--- src/source/cpu_pkg.sv ---
package cpu_pkg;

    // Start address after reset, no vector fetch
    localparam logic [15:0] RESET_PC = 16'h0200;

    // Flag positions inside P
    localparam int P_N = 7;
    localparam int P_V = 6;
    localparam int P_Z = 1;
    localparam int P_C = 0;

    // Supported opcodes at their 6502 byte values
    typedef enum logic [7:0] {
        ORA_IMM = 8'h09,
        CLC_IMP = 8'h18,
        AND_IMM = 8'h29,
        SEC_IMP = 8'h38,
        EOR_IMM = 8'h49,
        JMP_ABS = 8'h4C,
        ADC_IMM = 8'h69,
        STA_ABS = 8'h8D,
        LDY_IMM = 8'hA0,
        LDX_IMM = 8'hA2,
        TAY_IMP = 8'hA8,
        LDA_IMM = 8'hA9,
        TAX_IMP = 8'hAA,
        INY_IMP = 8'hC8,
        INX_IMP = 8'hE8,
        NOP_IMP = 8'hEA
    } opcode_e;

    typedef enum logic [1:0] {T0, T1, T2, T3} tcu_e;

    typedef enum logic [1:0] {ALU_SUM, ALU_AND, ALU_OR, ALU_EOR} alu_op_e;

    // Decoder strobes, one bit per bus transfer
    typedef struct packed {
        logic    rw;
        logic    dl_db, dl_adl, dl_adh, pcl_adl, pch_adh, ac_db;
        logic    ac_sb, x_sb, y_sb, add_sb, add_adl;
        logic    sb_ac, sb_x, sb_y, adl_abl, adh_abh, adl_pcl, adh_pch, i_pc;
        logic    db_add, sb_add, zero_add, one_addc, acr_c;
        alu_op_e alu_op;
        logic    nz_from_sb, c_set, c_clr, v_upd;
        logic    db_dor;
    } ctrl_t;

    typedef struct packed {
        logic [7:0]  ir;
        tcu_e        tcu;
        logic [15:0] pc;
        logic [7:0]  ac;
        logic [7:0]  x;
        logic [7:0]  y;
        logic [7:0]  p;
    } debug_t;

endpackage

--- src/source/cpu_6502.sv ---
module cpu_6502 (
    input  logic              i_clk,
    input  logic              i_rst,
    input  logic [7:0]        i_data,
    output logic              o_rw,
    output logic [15:0]       o_address,
    output logic [7:0]        o_data,
    output logic              o_sync,
    output cpu_pkg::debug_t   o_debug
);
    import cpu_pkg::*;

    // Internal buses
    logic [7:0] bus_db, bus_sb, bus_adl, bus_adh;

    logic [7:0] ir, p, dl, pcl, pch, ac, x, y, add;
    logic       acr, avr;
    tcu_e       tcu, tcu_next;
    ctrl_t      ctrl;

    cpu_sequencer seq0 (
        .i_clk(i_clk), .i_rst(i_rst), .i_data(i_data), .i_tcu_next(tcu_next),
        .o_tcu(tcu), .o_ir(ir), .o_sync(o_sync)
    );

    cpu_decoder dec0 (
        .i_ir(ir), .i_tcu(tcu), .i_p(p), .o_ctrl(ctrl), .o_tcu_next(tcu_next)
    );

    cpu_program_counter pc0 (
        .i_clk(i_clk), .i_rst(i_rst), .i_ctrl(ctrl), .i_adl(bus_adl), .i_adh(bus_adh),
        .o_pcl(pcl), .o_pch(pch)
    );

    cpu_registers regs0 (
        .i_clk(i_clk), .i_rst(i_rst), .i_ctrl(ctrl), .i_data(i_data),
        .i_sb(bus_sb), .i_db(bus_db), .i_adl(bus_adl), .i_adh(bus_adh),
        .o_dl(dl), .o_ac(ac), .o_x(x), .o_y(y), .o_data(o_data), .o_address(o_address)
    );

    cpu_bus_routing route0 (
        .i_ctrl(ctrl), .i_dl(dl), .i_pcl(pcl), .i_pch(pch), .i_ac(ac), .i_x(x),
        .i_y(y), .i_add(add),
        .o_db(bus_db), .o_sb(bus_sb), .o_adl(bus_adl), .o_adh(bus_adh)
    );

    cpu_alu alu0 (
        .i_clk(i_clk), .i_rst(i_rst), .i_ctrl(ctrl), .i_db(bus_db), .i_sb(bus_sb),
        .i_carry(p[P_C]), .o_add(add), .o_acr(acr), .o_avr(avr)
    );

    cpu_status status0 (
        .i_clk(i_clk), .i_rst(i_rst), .i_ctrl(ctrl), .i_sb(bus_sb),
        .i_acr(acr), .i_avr(avr), .o_p(p)
    );

    assign o_rw = ctrl.rw;

    // PC as the address bus registers show it, equal to the PC at every sync
    always_comb begin
        o_debug.ir  = ir;
        o_debug.tcu = tcu;
        o_debug.pc  = o_address;
        o_debug.ac  = ac;
        o_debug.x   = x;
        o_debug.y   = y;
        o_debug.p   = p;
    end

endmodule

--- src/source/cpu_alu.sv ---
module cpu_alu (
    input  logic              i_clk,
    input  logic              i_rst,
    input  cpu_pkg::ctrl_t    i_ctrl,
    input  logic [7:0]        i_db,
    input  logic [7:0]        i_sb,
    input  logic              i_carry,
    output logic [7:0]        o_add,
    output logic              o_acr,
    output logic              o_avr
);
    import cpu_pkg::*;

    logic [7:0] a_in, b_in, result;
    logic [8:0] sum;
    logic       cin;
    logic       overflow;

    assign a_in = (i_ctrl.sb_add && !i_ctrl.zero_add) ? i_sb : 8'd0;
    assign b_in = i_ctrl.db_add ? i_db : 8'd0;

    // Two-operand sums take the carry flag, increments force it
    assign cin = i_ctrl.one_addc | (i_carry & i_ctrl.sb_add & i_ctrl.db_add);
    assign sum = {1'b0, a_in} + {1'b0, b_in} + {8'd0, cin};
    assign overflow = (a_in[7] == b_in[7]) && (sum[7] != a_in[7]);

    always_comb begin
        case (i_ctrl.alu_op)
            ALU_AND: result = a_in & b_in;
            ALU_OR:  result = a_in | b_in;
            ALU_EOR: result = a_in ^ b_in;
            default: result = sum[7:0];
        endcase
    end

    always_ff @(posedge i_clk) begin
        if (i_rst) begin
            o_add <= 8'd0;
            o_acr <= 1'b0;
            o_avr <= 1'b0;
        end else begin
            o_add <= result;
            o_acr <= sum[8];
            o_avr <= overflow;
        end
    end

endmodule

--- src/source/cpu_bus_routing.sv ---
module cpu_bus_routing (
    input  cpu_pkg::ctrl_t    i_ctrl,
    input  logic [7:0]        i_dl,
    input  logic [7:0]        i_pcl,
    input  logic [7:0]        i_pch,
    input  logic [7:0]        i_ac,
    input  logic [7:0]        i_x,
    input  logic [7:0]        i_y,
    input  logic [7:0]        i_add,
    output logic [7:0]        o_db,
    output logic [7:0]        o_sb,
    output logic [7:0]        o_adl,
    output logic [7:0]        o_adh
);
    import cpu_pkg::*;

    // Each bus is a wired OR, an idle bus reads zero
    always_comb begin
        o_db = ({8{i_ctrl.dl_db}} & i_dl)
             | ({8{i_ctrl.ac_db}} & i_ac);
    end

    always_comb begin
        o_sb = ({8{i_ctrl.ac_sb}} & i_ac)
             | ({8{i_ctrl.x_sb}} & i_x)
             | ({8{i_ctrl.y_sb}} & i_y)
             | ({8{i_ctrl.add_sb}} & i_add);
    end

    // Address low carries the PC, the data latch or the parked ALU byte
    always_comb begin
        o_adl = ({8{i_ctrl.dl_adl}} & i_dl)
              | ({8{i_ctrl.pcl_adl}} & i_pcl)
              | ({8{i_ctrl.add_adl}} & i_add);
    end

    always_comb begin
        o_adh = ({8{i_ctrl.dl_adh}} & i_dl)
              | ({8{i_ctrl.pch_adh}} & i_pch);
    end

endmodule

--- src/source/cpu_decoder.sv ---
module cpu_decoder (
    input  logic [7:0]        i_ir,
    input  cpu_pkg::tcu_e     i_tcu,
    input  logic [7:0]        i_p,
    output cpu_pkg::ctrl_t    o_ctrl,
    output cpu_pkg::tcu_e     o_tcu_next
);
    import cpu_pkg::*;

    opcode_e op;
    ctrl_t   ctrl;
    tcu_e    tcu_next;

    always_comb begin
        op = opcode_e'(i_ir);
        ctrl = '0;
        ctrl.rw = 1'b1;
        ctrl.alu_op = ALU_SUM;
        tcu_next = T0;
        case (i_tcu)
            T0: begin
                // Opcode fetch, PC+1 goes to the address bus
                ctrl.i_pc    = 1'b1;
                ctrl.pcl_adl = 1'b1;
                ctrl.pch_adh = 1'b1;
                ctrl.adl_abl = 1'b1;
                ctrl.adh_abh = 1'b1;
                tcu_next     = T1;
                // IR still holds the previous opcode here, finish its writeback
                case (op)
                    LDA_IMM, ADC_IMM, AND_IMM, ORA_IMM, EOR_IMM: begin
                        ctrl.add_sb = 1'b1;
                        ctrl.sb_ac  = 1'b1;
                        ctrl.nz_from_sb = 1'b1;
                    end
                    LDX_IMM, INX_IMP: begin
                        ctrl.add_sb = 1'b1;
                        ctrl.sb_x   = 1'b1;
                        ctrl.nz_from_sb = 1'b1;
                    end
                    LDY_IMM, INY_IMP: begin
                        ctrl.add_sb = 1'b1;
                        ctrl.sb_y   = 1'b1;
                        ctrl.nz_from_sb = 1'b1;
                    end
                    default: ;
                endcase
                if (op == ADC_IMM) begin
                    ctrl.acr_c = 1'b1;
                    ctrl.v_upd = 1'b1;
                end
            end
            T1: begin
                // Next address is the PC, bumped only when the operand byte is used
                ctrl.pcl_adl = 1'b1;
                ctrl.pch_adh = 1'b1;
                ctrl.adl_abl = 1'b1;
                ctrl.adh_abh = 1'b1;
                case (op)
                    LDA_IMM, LDX_IMM, LDY_IMM: begin
                        ctrl.i_pc     = 1'b1;
                        ctrl.dl_db    = 1'b1;
                        ctrl.db_add   = 1'b1;
                        ctrl.zero_add = 1'b1;
                    end
                    ADC_IMM, AND_IMM, ORA_IMM, EOR_IMM: begin
                        ctrl.i_pc   = 1'b1;
                        ctrl.ac_sb  = 1'b1;
                        ctrl.sb_add = 1'b1;
                        ctrl.dl_db  = 1'b1;
                        ctrl.db_add = 1'b1;
                        case (op)
                            AND_IMM: ctrl.alu_op = ALU_AND;
                            ORA_IMM: ctrl.alu_op = ALU_OR;
                            EOR_IMM: ctrl.alu_op = ALU_EOR;
                            default: ctrl.alu_op = ALU_SUM;
                        endcase
                    end
                    TAX_IMP, TAY_IMP: begin
                        ctrl.ac_sb = 1'b1;
                        ctrl.sb_x  = (op == TAX_IMP);
                        ctrl.sb_y  = (op == TAY_IMP);
                        ctrl.nz_from_sb = 1'b1;
                    end
                    INX_IMP, INY_IMP: begin
                        ctrl.x_sb     = (op == INX_IMP);
                        ctrl.y_sb     = (op == INY_IMP);
                        ctrl.sb_add   = 1'b1;
                        ctrl.one_addc = 1'b1;
                    end
                    // Only strobe C when it actually changes
                    CLC_IMP: ctrl.c_clr = i_p[P_C];
                    SEC_IMP: ctrl.c_set = ~i_p[P_C];
                    JMP_ABS, STA_ABS: begin
                        // Park the low address byte in the ALU
                        ctrl.i_pc     = 1'b1;
                        ctrl.dl_db    = 1'b1;
                        ctrl.db_add   = 1'b1;
                        ctrl.zero_add = 1'b1;
                        tcu_next      = T2;
                    end
                    default: ;
                endcase
            end
            T2: begin
                // High byte straight from the data latch, low byte from the ALU
                ctrl.dl_adh  = 1'b1;
                ctrl.add_adl = 1'b1;
                ctrl.adl_abl = 1'b1;
                ctrl.adh_abh = 1'b1;
                if (op == STA_ABS) begin
                    ctrl.i_pc   = 1'b1;
                    ctrl.ac_db  = 1'b1;
                    ctrl.db_dor = 1'b1;
                    tcu_next    = T3;
                end else begin
                    ctrl.adl_pcl = 1'b1;
                    ctrl.adh_pch = 1'b1;
                end
            end
            T3: begin
                // Write cycle, PC goes back onto the address bus for the next fetch
                ctrl.rw      = 1'b0;
                ctrl.pcl_adl = 1'b1;
                ctrl.pch_adh = 1'b1;
                ctrl.adl_abl = 1'b1;
                ctrl.adh_abh = 1'b1;
            end
            default: ;
        endcase
    end

    assign o_ctrl     = ctrl;
    assign o_tcu_next = tcu_next;

endmodule

--- src/source/cpu_program_counter.sv ---
module cpu_program_counter (
    input  logic              i_clk,
    input  logic              i_rst,
    input  cpu_pkg::ctrl_t    i_ctrl,
    input  logic [7:0]        i_adl,
    input  logic [7:0]        i_adh,
    output logic [7:0]        o_pcl,
    output logic [7:0]        o_pch
);
    import cpu_pkg::*;

    logic [7:0] pcl;
    logic [7:0] pch;
    logic [7:0] pcl_inc;
    logic [7:0] pch_inc;
    logic       pclc;

    // Incrementer sits in front of the bus drivers
    assign {pclc, pcl_inc} = {1'b0, pcl} + {8'd0, i_ctrl.i_pc};
    assign pch_inc = pch + {7'd0, pclc};

    always_ff @(posedge i_clk) begin
        if (i_rst) begin
            pcl <= RESET_PC[7:0];
            pch <= RESET_PC[15:8];
        end else if (i_ctrl.i_pc) begin
            pcl <= pcl_inc;
            pch <= pch_inc;
        end else begin
            if (i_ctrl.adl_pcl) begin
                pcl <= i_adl;
            end
            if (i_ctrl.adh_pch) begin
                pch <= i_adh;
            end
        end
    end

    assign o_pcl = pcl_inc;
    assign o_pch = pch_inc;

endmodule

--- src/source/cpu_registers.sv ---
module cpu_registers (
    input  logic              i_clk,
    input  logic              i_rst,
    input  cpu_pkg::ctrl_t    i_ctrl,
    input  logic [7:0]        i_data,
    input  logic [7:0]        i_sb,
    input  logic [7:0]        i_db,
    input  logic [7:0]        i_adl,
    input  logic [7:0]        i_adh,
    output logic [7:0]        o_dl,
    output logic [7:0]        o_ac,
    output logic [7:0]        o_x,
    output logic [7:0]        o_y,
    output logic [7:0]        o_data,
    output logic [15:0]       o_address
);
    import cpu_pkg::*;

    logic [7:0] ac, x, y, dor, abl, abh;

    // Input data latch is transparent while memory answers
    assign o_dl = i_data;

    always_ff @(posedge i_clk) begin
        if (i_rst) begin
            ac  <= 8'd0;
            x   <= 8'd0;
            y   <= 8'd0;
            abl <= RESET_PC[7:0];
            abh <= RESET_PC[15:8];
        end else begin
            if (i_ctrl.sb_ac) ac <= i_sb;
            if (i_ctrl.sb_x) x <= i_sb;
            if (i_ctrl.sb_y) y <= i_sb;
            if (i_ctrl.adl_abl) abl <= i_adl;
            if (i_ctrl.adh_abh) abh <= i_adh;
        end
    end

    always_ff @(posedge i_clk) begin
        if (i_ctrl.db_dor) begin
            dor <= i_db;
        end
    end

    assign o_ac      = ac;
    assign o_x       = x;
    assign o_y       = y;
    assign o_data    = dor;
    assign o_address = {abh, abl};

endmodule

--- src/source/cpu_sequencer.sv ---
module cpu_sequencer (
    input  logic              i_clk,
    input  logic              i_rst,
    input  logic [7:0]        i_data,
    input  cpu_pkg::tcu_e     i_tcu_next,
    output cpu_pkg::tcu_e     o_tcu,
    output logic [7:0]        o_ir,
    output logic              o_sync
);
    import cpu_pkg::*;

    tcu_e       tcu;
    logic [7:0] ir;

    // Cycle counter
    always_ff @(posedge i_clk) begin
        if (i_rst) begin
            tcu <= T0;
        end else begin
            tcu <= i_tcu_next;
        end
    end

    // Opcode is on the data bus during T0, so IR holds it from T1 on
    always_ff @(posedge i_clk) begin
        if (i_rst) begin
            ir <= NOP_IMP;
        end else if (tcu == T0) begin
            ir <= i_data;
        end
    end

    assign o_tcu  = tcu;
    assign o_ir   = ir;
    assign o_sync = (tcu == T0);

endmodule

--- src/source/cpu_status.sv ---
module cpu_status (
    input  logic              i_clk,
    input  logic              i_rst,
    input  cpu_pkg::ctrl_t    i_ctrl,
    input  logic [7:0]        i_sb,
    input  logic              i_acr,
    input  logic              i_avr,
    output logic [7:0]        o_p
);
    import cpu_pkg::*;

    logic [7:0] p;

    always_ff @(posedge i_clk) begin
        if (i_rst) begin
            p <= 8'd0;
        end else begin
            if (i_ctrl.nz_from_sb) begin
                p[P_N] <= i_sb[7];
                p[P_Z] <= (i_sb == 8'd0);
            end
            // Explicit set and clear win over the ALU carry
            if (i_ctrl.c_set) begin
                p[P_C] <= 1'b1;
            end else if (i_ctrl.c_clr) begin
                p[P_C] <= 1'b0;
            end else if (i_ctrl.acr_c) begin
                p[P_C] <= i_acr;
            end
            if (i_ctrl.v_upd) begin
                p[P_V] <= i_avr;
            end
        end
    end

    assign o_p = p;

endmodule

--- config.mk ---
export PLATFORM = sky130hd
export DESIGN_NAME = cpu_6502
export DESIGN_NICKNAME = d
export VERILOG_FILES = /design/src/source/cpu_pkg.sv /design/src/source/cpu_6502.sv /design/src/source/cpu_alu.sv /design/src/source/cpu_bus_routing.sv /design/src/source/cpu_decoder.sv /design/src/source/cpu_program_counter.sv /design/src/source/cpu_registers.sv /design/src/source/cpu_sequencer.sv /design/src/source/cpu_status.sv
export SDC_FILE = /design/constraint.sdc
export NUM_CORES = 1
export LEC_CHECK = 0
export BUFFER_PORTS_ARGS = -buffer_cell sky130_fd_sc_hd__buf_2
export CAP_MARGIN = 10
export CORE_ASPECT_RATIO = 0.75
export CORE_MARGIN = 2
export CORE_UTILIZATION = 53
export CTS_BUF_LIST = sky130_fd_sc_hd__clkbuf_4
export DETAILED_ROUTE_END_ITERATION = 7
export PLACE_DENSITY = 0.79
export SYNTH_ARGS = -nofsm -noshare
export SYNTH_HDL_FRONTEND = slang
export SYNTH_HIERARCHICAL = 1
export SYNTH_SLANG_ARGS = --single-unit
export TNS_END_PERCENT = 10
--- constraint.sdc ---
create_clock -name i_clk -period 3.9 [get_ports i_clk]
set_input_delay 0.39 -clock i_clk [delete_from_list [all_inputs] [get_ports i_clk]]
set_output_delay 0.39 -clock i_clk [all_outputs]
set_load 0.05 [all_outputs]
==> flow_summary.json <==
{
  "grt_util_met2": 0.422,
  "cap_violations": 0,
  "io_pins": 94,
  "cts.reportedPaths.clkPinSlew_ps": 150,
  "cp-start-kind": "flop",
  "synth.avg_cell_area_sq_um": 8.68,
  "die_h_microns": 93.6,
  "clock_latency_ps": 480,
  "ant_nets": 0,
  "cp-end-kind": "flop",
  "relSlewSlack": 0.191,
  "ctsHoldBuffers": 0,
  "initial_core_util": 0.547,
  "ir_worst_vdd_uv": 237,
  "status": "completed",
  "grt_max_degree": 41,
  "fin_nets": 732,
  "coreArea_sq_mm": 0.0104,
  "synth_top_family_by_area": "simple AND/OR/NAND/NOR gates",
  "fin_skew_ps": 17.2,
  "syn_to_final_growth_pct": 8.77,
  "criticalPathCategory": "reg2reg",
  "synth_edf_count": 8,
  "cts_tree": "done",
  "rsz0062_at_grt": "no",
  "grt_use_met3": 0.0573,
  "synthXorXnorAreaFrac": 0.0185,
  "synth-seq-area-share": 0.324,
  "busiest_layer": "met2",
  "met1_usage": 0.395,
  "synth_compound_area_frac": 0.165,
  "utilization": 0.595,
  "cts_sinks": 88,
  "num_vias": 5161,
  "p_leak_nw": 2.73,
  "h-tree-depth": 3,
  "arrival_ps": 4140,
  "ys.flop_type": "dfxtp_1",
  "finalWeightedCongestion": 0.968,
  "routed_via_density": 6.14,
  "hold_viol": 0,
  "fp-row-count": 32,
  "grt_pass1_vias": 4815,
  "first_pass_iters": 5,
  "synth_seq_cells": 88,
  "critPathRequiredTime_ps": 4300,
  "wl_per_cell_microns": 18.8,
  "drtIter0Drc": 711,
  "pwr_density_cell_mw_per_mm2": 294,
  "cts_buffers": 9,
  "drv_slew": 0,
  "yosysWarnings": 6,
  "synth.distinct_cells": 76,
  "drive_gt1_frac": 0.243,
  "syn_inst": 654,
  "synth_fa_ha_area_frac": 0.0533,
  "cts_setup_buffers": 0,
  "grt_antenna_before_repair": 0,
  "finalSetupViolCount": 0,
  "min_path_type": "in2reg",
  "synth-simple-area-share": 0.209,
  "fmax_mhz": 267,
  "cts-root-buf": "clkbuf_4",
  "grt_pass1_wl_microns": 25000,
  "worst_slew_pin_slew_ps": 1210,
  "crit_fanout": 9,
  "overflow": 0,
  "cts_buffer_depth": 2,
  "die_area_sq_mm": 0.0116,
  "hpwlAfterDp_microns": 11300,
  "port_buffers": 89,
  "fillers": 949,
  "muxShareOfSynthArea": 0.104,
  "die_x_microns": 124,
  "fin_crit_sh": 0.960,
  "synthArstFlopShare": 0,
  "track_usage": 0.280,
  "diodes": 0,
  "syn_area_sq_mm": 0.00568,
  "drc_errors": 0,
  "p_total_mw": 1.82,
  "fin_crit_ps": 3740,
  "wl_microns": 15800,
  "fin_setup_tns_ps": 0
}
==> flip-flops by register name, indices dropped and copies added (netlist names) <==
| signal | count |
|---|---|
| regs0/abh | 8 |
| regs0/abl | 8 |
| seq0/o_ir | 8 |
| alu0/o_acr | 1 |
| pc0/pcl | 8 |
| seq0/o_tcu | 2 |
| pc0/pch | 8 |
| regs0/o_data | 8 |
| regs0/o_y | 8 |
| status0/o_p | 4 |
| alu0/o_add | 8 |
| regs0/o_ac | 8 |
| alu0/o_avr | 1 |
| regs0/o_x | 8 |
==> cell families (layout without fill, tap and decap cells) <==
logic type / Yosys count / after routing
compound gates: 129 / 129
xor+xnor: 12 / 12
simple gates: 224 / 224
flops: 88 / 88
buf+inv: 119 / 165
fa+ha+maj: 23 / 23
mux: 56 / 56
other cells: 3 / 7
==> final timing paths <==
check | to | depth (start not counted) | slack [ps] | from
setup / recovery | pc0/pch[7] | 16 | 160 | seq0/o_ir[4]
hold reg to reg | status0/o_p[6] | 2 | 490 | alu0/o_avr
hold / removal | seq0/o_ir[1] | 3 | 310 | i_data[1]
setup reg to reg | pc0/pch[7] | 16 | 160 | seq0/o_ir[4]
==> critical path, cell delays in order, from the launching register on <==
cell and delay (ps):
dfxtp_4 400, nand4bb_4 240, or3_1 340, or2_4 260, a32oi_4 250, ha_4 180, ha_1 160, nand2_1 70
nor2_2 140, and3_4 210, ha_4 150, nand3_4 120, or4_4 510, nand2_1 90, a22o_1 160, a211oi_1 100
a311oi_1 270
==> synth_stat cells (14+ instances only) <==
cell	count	area, sq um
a21oi_1	27	135
nor2_1	77	289
dfxtp_1	80	1600
a22o_1	16	140
mux2i_1	49	490
nor2b_1	14	87.6
ha_1	21	263
inv_1	39	146
buf_4	44	330
a22oi_1	17	128
nand2b_1	17	106
nand2_1	39	146
nand3_1	14	70.1
==> through the flow <==
step | setup WS [ps] | hold slack [ps] | cells | cell area, sq um
2_1_floorplan | 20.2 | 440 | 658 | 5750
3_3_place_gp | 185 | 457 | 824 | 5960
3_5_place_dp | 48.9 | 475 | 824 | 5960
4_1_cts | 44.4 | 285 | 840 | 6120
5_1_grt | 16.3 | 292 | 840 | 6170
6_report | 157 | 311 | 840 | 6170
==> metal layers <==
metal  wire, microns  share of wire  vias to the layer above
met2            6820           0.43                      340
met5               0              0                        -
met3            1700           0.11                       43
met1            6810           0.43                     2421
met4             444          0.028                        0
li1                -              -                     2357
==> where the power goes <==
| group | internal [mW] | total, mW | switching [mW] |
|---|---|---|---|
| sequential | 0.932 | 0.961 | 0.0287 |
| combinational | 0.0860 | 0.282 | 0.196 |
| clock | 0.209 | 0.574 | 0.366 |
==> layout make-up <==
type                    instances  area (sq um)  share of cell area
repair buffers                110           603              0.0977
inverters                      39           146              0.0237
multi-input cells             451          3250               0.526
well taps                     136           170              0.0276
flip-flops and latches         88          1860               0.301
clock inverters                 7          83.8              0.0136
clock buffers                   9          67.6              0.0109
==> layout by cell type (no fill, tap or decap), types with 9 or more instances in the layout <==
master,Yosys,final
nor2b_1,14,14
ha_1,21,18
a22o_1,16,16
nand2_1,39,39
a21oi_1,27,27
inv_1,39,39
dfxtp_1,80,73
mux2i_1,49,49
nor2_1,77,75
clkbuf_4,0,9
o21ai_0,11,11
nand3_1,14,14
nand2b_1,17,17
buf_4,44,21
buf_2,12,89
a22oi_1,17,17
==> what timing repair did <==
action / in CTS / in global routing
pin swaps: 1 / 5
hold endpoints to repair: 0 / 0
gates resized for setup: 0 / 9
setup endpoints to repair: 1 / 9
(Power assumes the default switching activity.)
